### src/rtl/ll_pkg.sv
//////////////////////////////////////////////////
// Shared widths, lane bit positions and word types
// for the receive side of the die-to-die link.
// Every link module takes this by wildcard import.
//////////////////////////////////////////////////

package ll_pkg;

  // PHY lanes
  localparam int LANE_W     = 40;
  localparam int NUM_LANES  = 2;

  // User stream
  localparam int DATA_W     = 64;
  localparam int HALF_W     = DATA_W / 2;
  localparam int EN_W       = 2;
  localparam int WORD_W     = DATA_W + EN_W;

  // Receive FIFO, also the master's initial credit
  localparam int FIFO_DEPTH = 8;
  localparam int PTR_W      = $clog2(FIFO_DEPTH);
  localparam int CNT_W      = $clog2(FIFO_DEPTH + 1);

  // Lane bit positions
  localparam int PUSH_BIT   = 0;
  localparam int CREDIT_BIT = 0;
  localparam int STB_BIT    = 1;
  localparam int MRK_BIT    = 39;

  // Word bits carried by lane 0 and lane 1
  localparam int L0_BITS    = MRK_BIT - STB_BIT - 1;
  localparam int L1_BITS    = WORD_W - L0_BITS;

  typedef struct packed {
    logic [EN_W-1:0]   en;
    logic [DATA_W-1:0] data;
  } ll_word_t;

  typedef struct packed {
    logic [2:0] rsvd;
    logic       overflow;
    logic [3:0] level;
  } dbg_t;

endpackage
### src/rtl/ll_sync_if.sv
//////////////////////////////////////////////////
// Delayed online levels and user bits produced by
// the sync block. The unpacker reads all of them,
// the receive FIFO reads only the online levels.
//////////////////////////////////////////////////

`timescale 1ns/100ps

interface ll_sync_if
  import ll_pkg::*;
();

  logic                 tx_online_delay;
  logic                 rx_online_delay;
  logic [NUM_LANES-1:0] mrk_userbit;
  logic                 stb_userbit;

  modport sync_src (
    output tx_online_delay,
    output rx_online_delay,
    output mrk_userbit,
    output stb_userbit
  );

  modport sync_sink (
    input tx_online_delay,
    input rx_online_delay,
    input mrk_userbit,
    input stb_userbit
  );

  modport link_sink (
    input tx_online_delay,
    input rx_online_delay
  );

endinterface

### src/rtl/st_slave_top.sv
//////////////////////////////////////////////////
// Receive side of the parallel die-to-die stream
// link. Takes words from two PHY lanes as a link
// slave and offers them on a user valid/ready
// stream, returning credits on the transmit lanes.
//////////////////////////////////////////////////

`timescale 1ns/100ps

module st_slave_top
  import ll_pkg::*;
(
  input  logic                 clk_wr,
  input  logic                 rst,

  // Link control
  input  logic                 tx_online,
  input  logic                 rx_online,

  // PHY lanes
  input  logic [LANE_W-1:0]    rx_phy0,
  input  logic [LANE_W-1:0]    rx_phy1,
  output logic [LANE_W-1:0]    tx_phy0,
  output logic [LANE_W-1:0]    tx_phy1,

  // User stream
  output logic [DATA_W-1:0]    user_tdata,
  output logic                 user_tvalid,
  input  logic                 user_tready,
  output logic [EN_W-1:0]      user_enable,

  output dbg_t                 rx_st_debug_status,

  // Configuration
  input  logic                 m_gen2_mode,
  input  logic [NUM_LANES-1:0] tx_mrk_userbit,
  input  logic [15:0]          delay_x_value,
  input  logic [15:0]          delay_y_value
);

  ll_word_t rx_word;
  logic     rx_push;
  logic     tx_credit;
  ll_word_t fifo_word;
  logic     fifo_valid;
  logic     fifo_ready;

  ll_sync_if sync_if ();

  //////////////////////////////////////////////////
  // Online sequencing
  ll_auto_sync ll_auto_sync_inst (
    .clk_wr         (clk_wr),
    .rst            (rst),
    .tx_online      (tx_online),
    .rx_online      (rx_online),
    .delay_x_value  (delay_x_value),
    .delay_y_value  (delay_y_value),
    .tx_mrk_userbit (tx_mrk_userbit),
    .sync           (sync_if.sync_src)
  );

  //////////////////////////////////////////////////
  // PHY lanes
  st_slave_phy_unpack st_slave_phy_unpack_inst (
    .clk_wr    (clk_wr),
    .rst       (rst),
    .rx_phy0   (rx_phy0),
    .rx_phy1   (rx_phy1),
    .tx_phy0   (tx_phy0),
    .tx_phy1   (tx_phy1),
    .rx_word   (rx_word),
    .rx_push   (rx_push),
    .tx_credit (tx_credit),
    .sync      (sync_if.sync_sink)
  );

  //////////////////////////////////////////////////
  // Receive FIFO
  ll_receive ll_receive_inst (
    .clk_wr       (clk_wr),
    .rst          (rst),
    .rx_word      (rx_word),
    .rx_push      (rx_push),
    .fifo_word    (fifo_word),
    .fifo_valid   (fifo_valid),
    .fifo_ready   (fifo_ready),
    .tx_credit    (tx_credit),
    .debug_status (rx_st_debug_status),
    .sync         (sync_if.link_sink)
  );

  //////////////////////////////////////////////////
  // User stream
  st_slave_user_if st_slave_user_if_inst (
    .fifo_word   (fifo_word),
    .fifo_valid  (fifo_valid),
    .fifo_ready  (fifo_ready),
    .user_tdata  (user_tdata),
    .user_tvalid (user_tvalid),
    .user_tready (user_tready),
    .user_enable (user_enable),
    .m_gen2_mode (m_gen2_mode)
  );

endmodule

### src/rtl/st_slave_user_if.sv
//////////////////////////////////////////////////
// User stream mapping. Presents the FIFO head as a
// valid/ready stream, full width in gen2 mode and
// low half only in gen1 mode.
//////////////////////////////////////////////////

`timescale 1ns/100ps

module st_slave_user_if
  import ll_pkg::*;
(
  input  ll_word_t          fifo_word,
  input  logic              fifo_valid,
  output logic              fifo_ready,
  output logic [DATA_W-1:0] user_tdata,
  output logic              user_tvalid,
  input  logic              user_tready,
  output logic [EN_W-1:0]   user_enable,
  input  logic              m_gen2_mode
);

  // Handshake passes straight through to the FIFO head
  assign user_tvalid = fifo_valid;
  assign fifo_ready  = user_tready;

  always_comb begin
    if (m_gen2_mode) begin
      user_tdata  = fifo_word.data;
      user_enable = fifo_word.en;
    end else begin
      // Gen1 carries a half word, upper half reads zero
      user_tdata  = {{(DATA_W - HALF_W){1'b0}}, fifo_word.data[HALF_W-1:0]};
      user_enable = EN_W'(1);
    end
  end

endmodule

### src/rtl/st_slave_phy_unpack.sv
//////////////////////////////////////////////////
// PHY lane adapter for the stream slave. Gathers
// the FIFO word from the receive lanes and builds
// the transmit lanes from credit, strobe and
// marker bits.
//////////////////////////////////////////////////

`timescale 1ns/100ps

module st_slave_phy_unpack
  import ll_pkg::*;
(
  input  logic              clk_wr,
  input  logic              rst,
  input  logic [LANE_W-1:0] rx_phy0,
  input  logic [LANE_W-1:0] rx_phy1,
  output logic [LANE_W-1:0] tx_phy0,
  output logic [LANE_W-1:0] tx_phy1,
  output ll_word_t          rx_word,
  output logic              rx_push,
  input  logic              tx_credit,
  ll_sync_if.sync_sink      sync
);

  logic [WORD_W-1:0] rx_bits;
  logic [LANE_W-1:0] tx_lane [NUM_LANES];
  logic              credit_q;

  // Lane 0 bits 2..38, then lane 1 bit 0 and bits 2 upward
  assign rx_bits[L0_BITS-1:0]        = rx_phy0[MRK_BIT-1:STB_BIT+1];
  assign rx_bits[L0_BITS]            = rx_phy1[0];
  assign rx_bits[WORD_W-1:L0_BITS+1] = rx_phy1[STB_BIT+L1_BITS-1:STB_BIT+1];

  always_ff @(posedge clk_wr) begin
    if (rst) begin
      rx_push  <= 1'b0;
      credit_q <= 1'b0;
    end else begin
      rx_push  <= rx_phy0[PUSH_BIT];
      credit_q <= tx_credit && sync.tx_online_delay;
    end
  end

  // Word register loads only on a push
  always_ff @(posedge clk_wr) begin
    if (rx_phy0[PUSH_BIT]) begin
      rx_word <= ll_word_t'(rx_bits);
    end
  end

  //////////////////////////////////////////////////
  // Transmit lanes
  always_comb begin
    for (int i = 0; i < NUM_LANES; i++) begin
      tx_lane[i]          = '0;
      tx_lane[i][STB_BIT] = sync.stb_userbit;
      tx_lane[i][MRK_BIT] = sync.mrk_userbit[i];
    end
    // Credit rides on lane 0 only
    tx_lane[0][CREDIT_BIT] = credit_q;
  end

  assign tx_phy0 = tx_lane[0];
  assign tx_phy1 = tx_lane[1];

endmodule

### src/rtl/ll_receive.sv
//////////////////////////////////////////////////
// Credit managed receive FIFO. Stores pushed words
// while receive is online, returns one credit per
// pop and reports fill level and a sticky overflow
// flag on the debug status.
//////////////////////////////////////////////////

`timescale 1ns/100ps

module ll_receive
  import ll_pkg::*;
(
  input  logic         clk_wr,
  input  logic         rst,
  input  ll_word_t     rx_word,
  input  logic         rx_push,
  output ll_word_t     fifo_word,
  output logic         fifo_valid,
  input  logic         fifo_ready,
  output logic         tx_credit,
  output dbg_t         debug_status,
  ll_sync_if.link_sink sync
);

  ll_word_t         mem [FIFO_DEPTH];
  logic [PTR_W-1:0] wr_ptr;
  logic [PTR_W-1:0] rd_ptr;
  logic [CNT_W-1:0] count;
  logic             ovf_sticky;
  logic             full;
  logic             push_req;
  logic             push_ok;
  logic             pop;

  function automatic logic [PTR_W-1:0] ptr_inc(input logic [PTR_W-1:0] ptr);
    return (ptr == PTR_W'(FIFO_DEPTH - 1)) ? '0 : ptr + 1'b1;
  endfunction

  assign full     = (count == CNT_W'(FIFO_DEPTH));
  assign push_req = rx_push && sync.rx_online_delay;
  assign push_ok  = push_req && !full;

  // Head word only offered while credits can go back
  assign fifo_valid = (count != '0) && sync.tx_online_delay;
  assign pop        = fifo_valid && fifo_ready;
  assign tx_credit  = pop;
  assign fifo_word  = mem[rd_ptr];

  //////////////////////////////////////////////////
  // Storage
  always_ff @(posedge clk_wr) begin
    if (push_ok) begin
      mem[wr_ptr] <= rx_word;
    end
  end

  //////////////////////////////////////////////////
  // Pointers and fill level
  always_ff @(posedge clk_wr) begin
    if (rst) begin
      wr_ptr <= '0;
      rd_ptr <= '0;
      count  <= '0;
    end else begin
      if (push_ok) begin
        wr_ptr <= ptr_inc(wr_ptr);
      end
      if (pop) begin
        rd_ptr <= ptr_inc(rd_ptr);
      end
      case ({push_ok, pop})
        2'b10:   count <= count + 1'b1;
        2'b01:   count <= count - 1'b1;
        default: count <= count;
      endcase
    end
  end

  // Push into a full FIFO is lost
  always_ff @(posedge clk_wr) begin
    if (rst) begin
      ovf_sticky <= 1'b0;
    end else if (push_req && full) begin
      ovf_sticky <= 1'b1;
    end
  end

  assign debug_status = '{rsvd: '0, overflow: ovf_sticky, level: count};

endmodule

### src/rtl/ll_auto_sync.sv
//////////////////////////////////////////////////
// Online sequencing for the link slave. Delays the
// transmit and receive online levels by programmable
// cycle counts and drives the strobe and marker
// user bits that go out on the transmit lanes.
//////////////////////////////////////////////////

`timescale 1ns/100ps

module ll_auto_sync
  import ll_pkg::*;
(
  input  logic                 clk_wr,
  input  logic                 rst,
  input  logic                 tx_online,
  input  logic                 rx_online,
  input  logic [15:0]          delay_x_value,
  input  logic [15:0]          delay_y_value,
  input  logic [NUM_LANES-1:0] tx_mrk_userbit,
  ll_sync_if.sync_src          sync
);

  logic [15:0] cnt_x;
  logic [15:0] cnt_y;
  logic        tx_delay_q;
  logic        rx_delay_q;
  logic        rx_arm;

  // True once the next count reaches the programmed delay
  function automatic logic delay_done(input logic [15:0] cnt, input logic [15:0] limit);
    logic [16:0] next_cnt;
    next_cnt = {1'b0, cnt} + 17'd1;
    return next_cnt >= {1'b0, limit};
  endfunction

  // Receive waits for both its own level and the delayed transmit level
  assign rx_arm = rx_online && tx_delay_q;

  //////////////////////////////////////////////////
  // Transmit online delay
  always_ff @(posedge clk_wr) begin
    if (rst || !tx_online) begin
      cnt_x      <= '0;
      tx_delay_q <= 1'b0;
    end else if (!tx_delay_q) begin
      cnt_x      <= cnt_x + 16'd1;
      tx_delay_q <= delay_done(cnt_x, delay_x_value);
    end
  end

  //////////////////////////////////////////////////
  // Receive online delay
  always_ff @(posedge clk_wr) begin
    if (rst || !rx_arm) begin
      cnt_y      <= '0;
      rx_delay_q <= 1'b0;
    end else if (!rx_delay_q) begin
      cnt_y      <= cnt_y + 16'd1;
      rx_delay_q <= delay_done(cnt_y, delay_y_value);
    end
  end

  assign sync.tx_online_delay = tx_delay_q;
  assign sync.rx_online_delay = rx_delay_q;

  // Persistent strobe while transmit is online
  assign sync.stb_userbit = tx_delay_q;

  // Persistent marker, one bit per lane
  assign sync.mrk_userbit = tx_mrk_userbit;

endmodule

### config.mk
export PLATFORM = sky130hd
export DESIGN_NAME = st_slave_top
export DESIGN_NICKNAME = d
export VERILOG_FILES = /design/src/rtl/ll_pkg.sv /design/src/rtl/ll_sync_if.sv /design/src/rtl/st_slave_top.sv /design/src/rtl/st_slave_user_if.sv /design/src/rtl/st_slave_phy_unpack.sv /design/src/rtl/ll_receive.sv /design/src/rtl/ll_auto_sync.sv
export SDC_FILE = /design/constraint.sdc
export NUM_CORES = 1
export LEC_CHECK = 0
export BUFFER_PORTS_ARGS = -buffer_cell sky130_fd_sc_hd__buf_2
export CORE_ASPECT_RATIO = 0.8
export CORE_UTILIZATION = 53
export DETAILED_ROUTE_END_ITERATION = 10
export GPL_TIMING_DRIVEN = 0
export MAX_ROUTING_LAYER = met4
export PLACE_DENSITY = 0.76
export SLEW_MARGIN = 10
export SYNTH_ARGS = -nofsm -noshare
export SYNTH_HDL_FRONTEND = slang
export SYNTH_HIERARCHICAL = 1
export SYNTH_SLANG_ARGS = --single-unit
export TNS_END_PERCENT = 50
### constraint.sdc
create_clock -name clk_wr -period 8.4 [get_ports clk_wr]
set_input_delay 0 -clock clk_wr [delete_from_list [all_inputs] [get_ports clk_wr]]
set_output_delay 0 -clock clk_wr [all_outputs]
set_load 0.02 [all_outputs]
Word level (Yosys, flattened, before mapping)
Memory sizes are Yosys's and may differ from the RTL's. A register that Yosys moved wholly into a read port is not among the register bits.
Index checks and enable logic that the tools add are counted.

word-level totals
  input bits = 120
  flip-flop bits (word level) = 113
  bits in writable memories = 528
  memories = 1

operators by class
  reductions and logical operators = 14
  equality and inequality tests = 5
  add/subtract/negate cells = 8
  mux-type cells = 11
  $lt $le $gt $ge = 2

memory list
  memory               depth  bits a word  read ports  clocked after Yosys merged registers in  wr ports  RTL line          text
  ll_receive_inst.mem  8      66           1           1                                        1         ll_receive.sv:25  ll_word_t mem [FIFO_DEPTH];

operator list
  cell                     number
  $mux W64                 1
  $add A16 B1 Y17 const B  2
  $ge A17 B16 Y1           2
  $add A16 B1 Y16 const B  2
  $mux W3                  4
  $pmux W4 S2              1
  $logic_and A1 B1 Y1      7
  $add A3 B1 Y3 const B    2
  $eq A3 B3 Y1 const B     2
  $add A4 B1 Y4 const B    1
  $eq A4 B4 Y1 const B     1
  $mux W1                  4
  $reduce_bool A4 Y1       1
  $sub A4 B1 Y4 const B    1
  $logic_not A1 Y1         3
  $eq A2 B1 Y1 const B     1
  $eq A2 B2 Y1 const B     1
  $logic_or A1 B1 Y1       2
  $mux W2                  1
  $reduce_bool A2 Y1       1

Depth between registers and ports, before layout
  word-level depth = 5
  mapped depth = 12
  depth with buffers taken out = 11

Hierarchy
Netlist, hierarchy kept.

modules (own cells, without submodules)
  module               area each (µm²)  instances  cells an instance
  ll_receive           20,533.4         1          850
  ll_auto_sync         2,665.1          1          337
  st_slave_phy_unpack  2,641.3          1          151
  st_slave_user_if     525.5            1          71

Least setup slack after synthesis
OpenSTA, ideal clock, no wires.

  kind = reg-to-reg
  start = register ll_receive_inst.count[1]
  end = memory ll_receive_inst/mem[0][0] (netlist name) (enable)
  required time = 7.747 ns
  buffers on the path = 1
  stages on the path, launching flop included = 6
  arrival = 7.364 ns
  library setup time = 0.653 ns
  setup slack = 0.383 ns
  cells stage by stage = dfxtp_1 > buf_2 > nor3_1 > a21oi_1 > inv_2 > nor4_1

on the way
  longest elaborated chain between the ends = 5

RTL lines
  element                        RTL line          text
  start, declared                ll_receive.sv:28  logic [CNT_W-1:0] count;
  start signal, assigned         ll_receive.sv:72  2'b10: count <= count + 1'b1;
  start signal, assigned         ll_receive.sv:73  2'b01: count <= count - 1'b1;
  start signal, assigned         ll_receive.sv:74  default: count <= count;
  $eq A4 B4 Y1                   ll_receive.sv:39  assign full = (count == CNT_W'(FIFO_DEPTH));
  $logic_not A1 Y1               ll_receive.sv:41  assign push_ok = push_req && !full;
  $logic_and A1 B1 Y1            ll_receive.sv:41
  $mux W1                        ll_receive.sv:52  if (push_ok) begin
  $mux W1 (not written as such)  ll_receive.sv:53  mem[wr_ptr] <= rx_word;
  end, declared                  ll_receive.sv:25

Every way passes these cells.

Worst setup path in the final report
  start = register ll_auto_sync_inst.cnt_y[0]
  end = register ll_auto_sync_inst.rx_delay_q, in the netlist ll_auto_sync_inst/sync.rx_online_delay

on the way
  longest elaborated chain between the ends = 3

RTL lines
  element                 RTL line            text
  start, declared         ll_auto_sync.sv:24  logic [15:0] cnt_y;
  start signal, assigned  ll_auto_sync.sv:58  cnt_y <= cnt_y + 16'd1;
  $add A16 B1 Y17         ll_auto_sync.sv:32  next_cnt = {1'b0, cnt} + 17'd1;
  $ge A17 B16 Y1          ll_auto_sync.sv:33  return next_cnt >= {1'b0, limit};
  $mux W1                 ll_auto_sync.sv:57  end else if (!rx_delay_q) begin
  end signal, assigned    ll_auto_sync.sv:59  rx_delay_q <= delay_done(cnt_y, delay_y_value);
  end, declared           ll_auto_sync.sv:26  logic rx_delay_q;

Every way passes these cells.
A chain may end at the register's enable or synchronous reset.

==> key figures <==
Min path
  • Hold Crit Class: input port to register

Floorplanning
  • Core area: 48700 µm²
  • Num ports: 275
  • Die Width: 251 µm
  • Num rows: 72
  • Initial Utilization: 54.1%
  • DIE AREA: around 50000 µm²
  • Height of the die: roughly 200 µm

Layout
  • N_diodes: 0
  • Fillers: 3328
  • Synth-to-Final Area Change: 20.0%
  • Final nets: between 2000 and 2500
  • Final Core Density: between 60% and 70%
  • Layout cell share with drive strength beyond 1: 37.4%

Placed design
  • DP HPWL: approximately 35000 µm
  • Gp weighted congestion: 0.850
  • Port Buffers: 180
  • Post-place setup slack: 5.25 ns

Pwr
  • LEAKAGE: 11.2 nW
  • Pwr dens: ~200 nW/µm²
  • VDD IR-drop max: 0.162 mV

GRT
  • Initial antenna violation count: 1
  • Total grt overflow: 0
  • Gr usage total: between 20 and 25%
  • Vias in the first global route: about 14000
  • First-pass GRT wire length: 82000 µm
  • Largest net degree at the start of global routing: 39

Timing
  • Tcrit/Tclk final: 41.9%
  • Hold Fails Final Rpt: 0
  • Endpoints failing setup: 0
  • Worst Clk Skew: 0.0123 ns
  • Tmin final: 3.52 ns
  • Sum of negative setup slack: 0 ns
  • F_max: 0.284 GHz
  • Slew Limit Fails: 0
  • Max_slew headroom: 41.3%
  • Worst slew pin tran: between 0.8 and 0.9 ns
  • PnR worst setup slack: roughly 4.9 ns
  • Unrepaired setup endpoints after global routing: no

Worst setup path
  • Worst Setup Start Kind: register
  • Nature of the critical path endpoint: register
  • Crit Path Class: register to register
  • WP data arrival: 4.01 ns
  • CP peak stage delay: 0.59 ns
  • Crit Path Max Fanout: 6
  • CP max stage cell: dlygate4sd3_1
  • CP cell instances: ha_1 -> and4_1 -> nand2_1 -> nor3_1 -> xor2_1 -> ha_1 -> nand4_1 -> nor3_1 -> and4_1 -> a2111oi_0 -> a21oi_1 -> dlygate4sd3_1
  • Worst endpoint required time: approximately 8.9 ns

Clock network
  • CTS Hold Buffers Added: 76
  • TritonCTS clock tree: yes
  • CTS root buffer: clkbuf_16
  • Setup Buffers After CTS: 0
  • Clock slew at reported path FFs: 0.06 ns
  • Worst skew pair latency: 0.61 ns
  • Num CTS Buffers: 59
  • H-tree levels: 2
  • Cts repair resizes: 0
  • Clock Path Buffers: 3
  • Clk sinks: 644

Routing
  • 1st-iter DRT viols: between 1000 and 1500
  • Post-route ant nets: 0
  • Drt via density: 5.31
  • Post-route DRC violation count: 0
  • Post-Route WL: approximately 54000 µm
  • Wirelength per Cell: around 21 µm
  • Via count: 13700
  • Drt pass-1 iters: 4

Job
  • Max_cap viols: 0

Logic synthesis
  • Post-synthesis area per instance: 18.7 µm²
  • Synth warn: 6
  • Asr flop ratio synth: 0%
  • Synth Instances: 1409
  • Seq/Total Area, Yosys: ~70%
  • Ys flop type: edfxtp_1
  • Syn Std Cell Area: 26400 µm²
  • Synth cell types: 52
  • Number of flops mapped to enable cells by yosys: 594
  • Number of synthesized register bits: 644

Run status
  • Status: complete, no violations
==> final timing paths <==
kind,cells past startpoint,slack (ns),from,to
setup / recovery,12,4.88,ll_auto_sync_inst/cnt_y[0]$_SDFFE_PP0N_,ll_auto_sync_inst/sync.rx_online_delay$_SDFF_PP0_
hold / removal,2,0.1,rx_phy0[19],st_slave_phy_unpack_inst/rx_word[17]$_DFFE_PP_
setup reg to reg,12,4.88,ll_auto_sync_inst/cnt_y[0]$_SDFFE_PP0N_,ll_auto_sync_inst/sync.rx_online_delay$_SDFF_PP0_
hold reg to reg,2,0.49,ll_receive_inst/rd_ptr[1]$_SDFFE_PP0N_,ll_receive_inst/rd_ptr[1]$_SDFFE_PP0N_
==> per-stage QoR <==
stage | hold WS, ns | cell area (µm²) | cells | total power, mW
5_1_grt | 0.0789 | 31600 | 2571 | 6.46
6_report | 0.0955 | 31600 | 2571 | 6.26
2_1_floorplan | 0.0716 | 26700 | 1485 | 3.73
4_1_cts | 0.0555 | 31600 | 2571 | 6.31
3_5_place_dp | 0.178 | 29100 | 2390 | 3.80
3_3_place_gp | 0.176 | 28400 | 2331 | 3.79
==> cell families after synthesis <==
logic type | synth area share, %
buffers and inverters | 5.09
and+or+nand+nor | 4.15
xor gates and xnor gates | 1.79
other | 0.0285
AOI/OAI and AO/OA | 1.25
muxes | 14.3
DFF | 71.5
adders and majority gates | 1.95
==> power breakdown <==
group          switching (mW)  leakage, nW  internal, mW
Clock                    1.11        0.865          1.38
Sequential             0.0507         5.79          3.55
Combinational          0.0860         4.59        0.0798
==> layout make-up <==
type                            instances  area (µm²)  share of cell area [%]
Buffer                                178        1220                    3.85
Clock buffer                           79        1590                    5.03
Clock inverter                         26         183                   0.577
Inverter                               33         124                   0.391
Multi-Input combinational cell        630        6520                    20.6
Sequential cell                       644       18800                    59.5
Tap cell                              666         833                    2.63
Timing Repair Buffer                  315        2330                    7.38
==> registers in the layout, indices dropped and copies added (netlist names), named ones only <==
signal	flops
ll_receive_inst/mem	528
st_slave_phy_unpack_inst/rx_word	66
ll_auto_sync_inst/cnt_x	16
ll_auto_sync_inst/cnt_y	16
ll_receive_inst/count	4
ll_receive_inst/rd_ptr	3
ll_receive_inst/wr_ptr	3
ll_auto_sync_inst/sync.rx_online_delay	1
ll_auto_sync_inst/sync.stb_userbit	1
ll_receive_inst/ovf_sticky	1
st_slave_phy_unpack_inst/credit_q	1
st_slave_phy_unpack_inst/rx_push	1
==> per-layer routing <==
metal  part of all wire [%]  track usage (%)
met1                     42             29.7
met2                     50             36.4
met3                    5.5             3.13
met4                    2.0             5.92
met5                      0                -
==> cell usage in the layout, fill, tap and decap left out, drive strengths merged, types with 41 or more instances in the layout <==
cell type    instances
buf                389
nor2                51
mux4               132
clkbuf             107
conb                78
mux2                68
edfxtp             594
dlygate4sd3         76
ha                  41
dfxtp               50
==> worst max-delay path, delay by kind of cell, from the launching register on <==
kind	cells	cell delay, ns
compound gates	2	0.50
flops	1	0.43
xor+xnor	1	0.22
simple gates	6	1.12
fa+ha+maj	2	0.56
buf+inv	1	0.59
==> synthesized netlist by cell type, drive strengths merged, types with 3 or more instances <==
| cell | instances | area share [%] |
|---|---|---|
| nor3 | 17 | 0.34 |
| xor2 | 20 | 0.66 |
| or3 | 11 | 0.26 |
| nand2b | 3 | 0.071 |
| mux2i | 3 | 0.11 |
| o21ai | 12 | 0.23 |
| buf | 150 | 4.2 |
| clkbuf | 28 | 0.41 |
| nor2 | 51 | 0.73 |
| nand3 | 11 | 0.23 |
| a21oi | 24 | 0.46 |
| inv | 33 | 0.47 |
| nand4 | 14 | 0.36 |
| mux2 | 68 | 2.9 |
| edfxtp | 594 | 68 |
| a211oi | 3 | 0.085 |
| nand2 | 32 | 0.46 |
| nor2b | 4 | 0.095 |
| and2 | 35 | 0.99 |
| dfxtp | 50 | 3.8 |
| o41ai | 3 | 0.10 |
| mux4 | 132 | 11 |
| ha | 41 | 1.9 |
| and4 | 7 | 0.23 |
| nor4 | 7 | 0.17 |
| xnor2 | 34 | 1.1 |
| a21o | 3 | 0.085 |
Power figures use the tool's default switching activity.
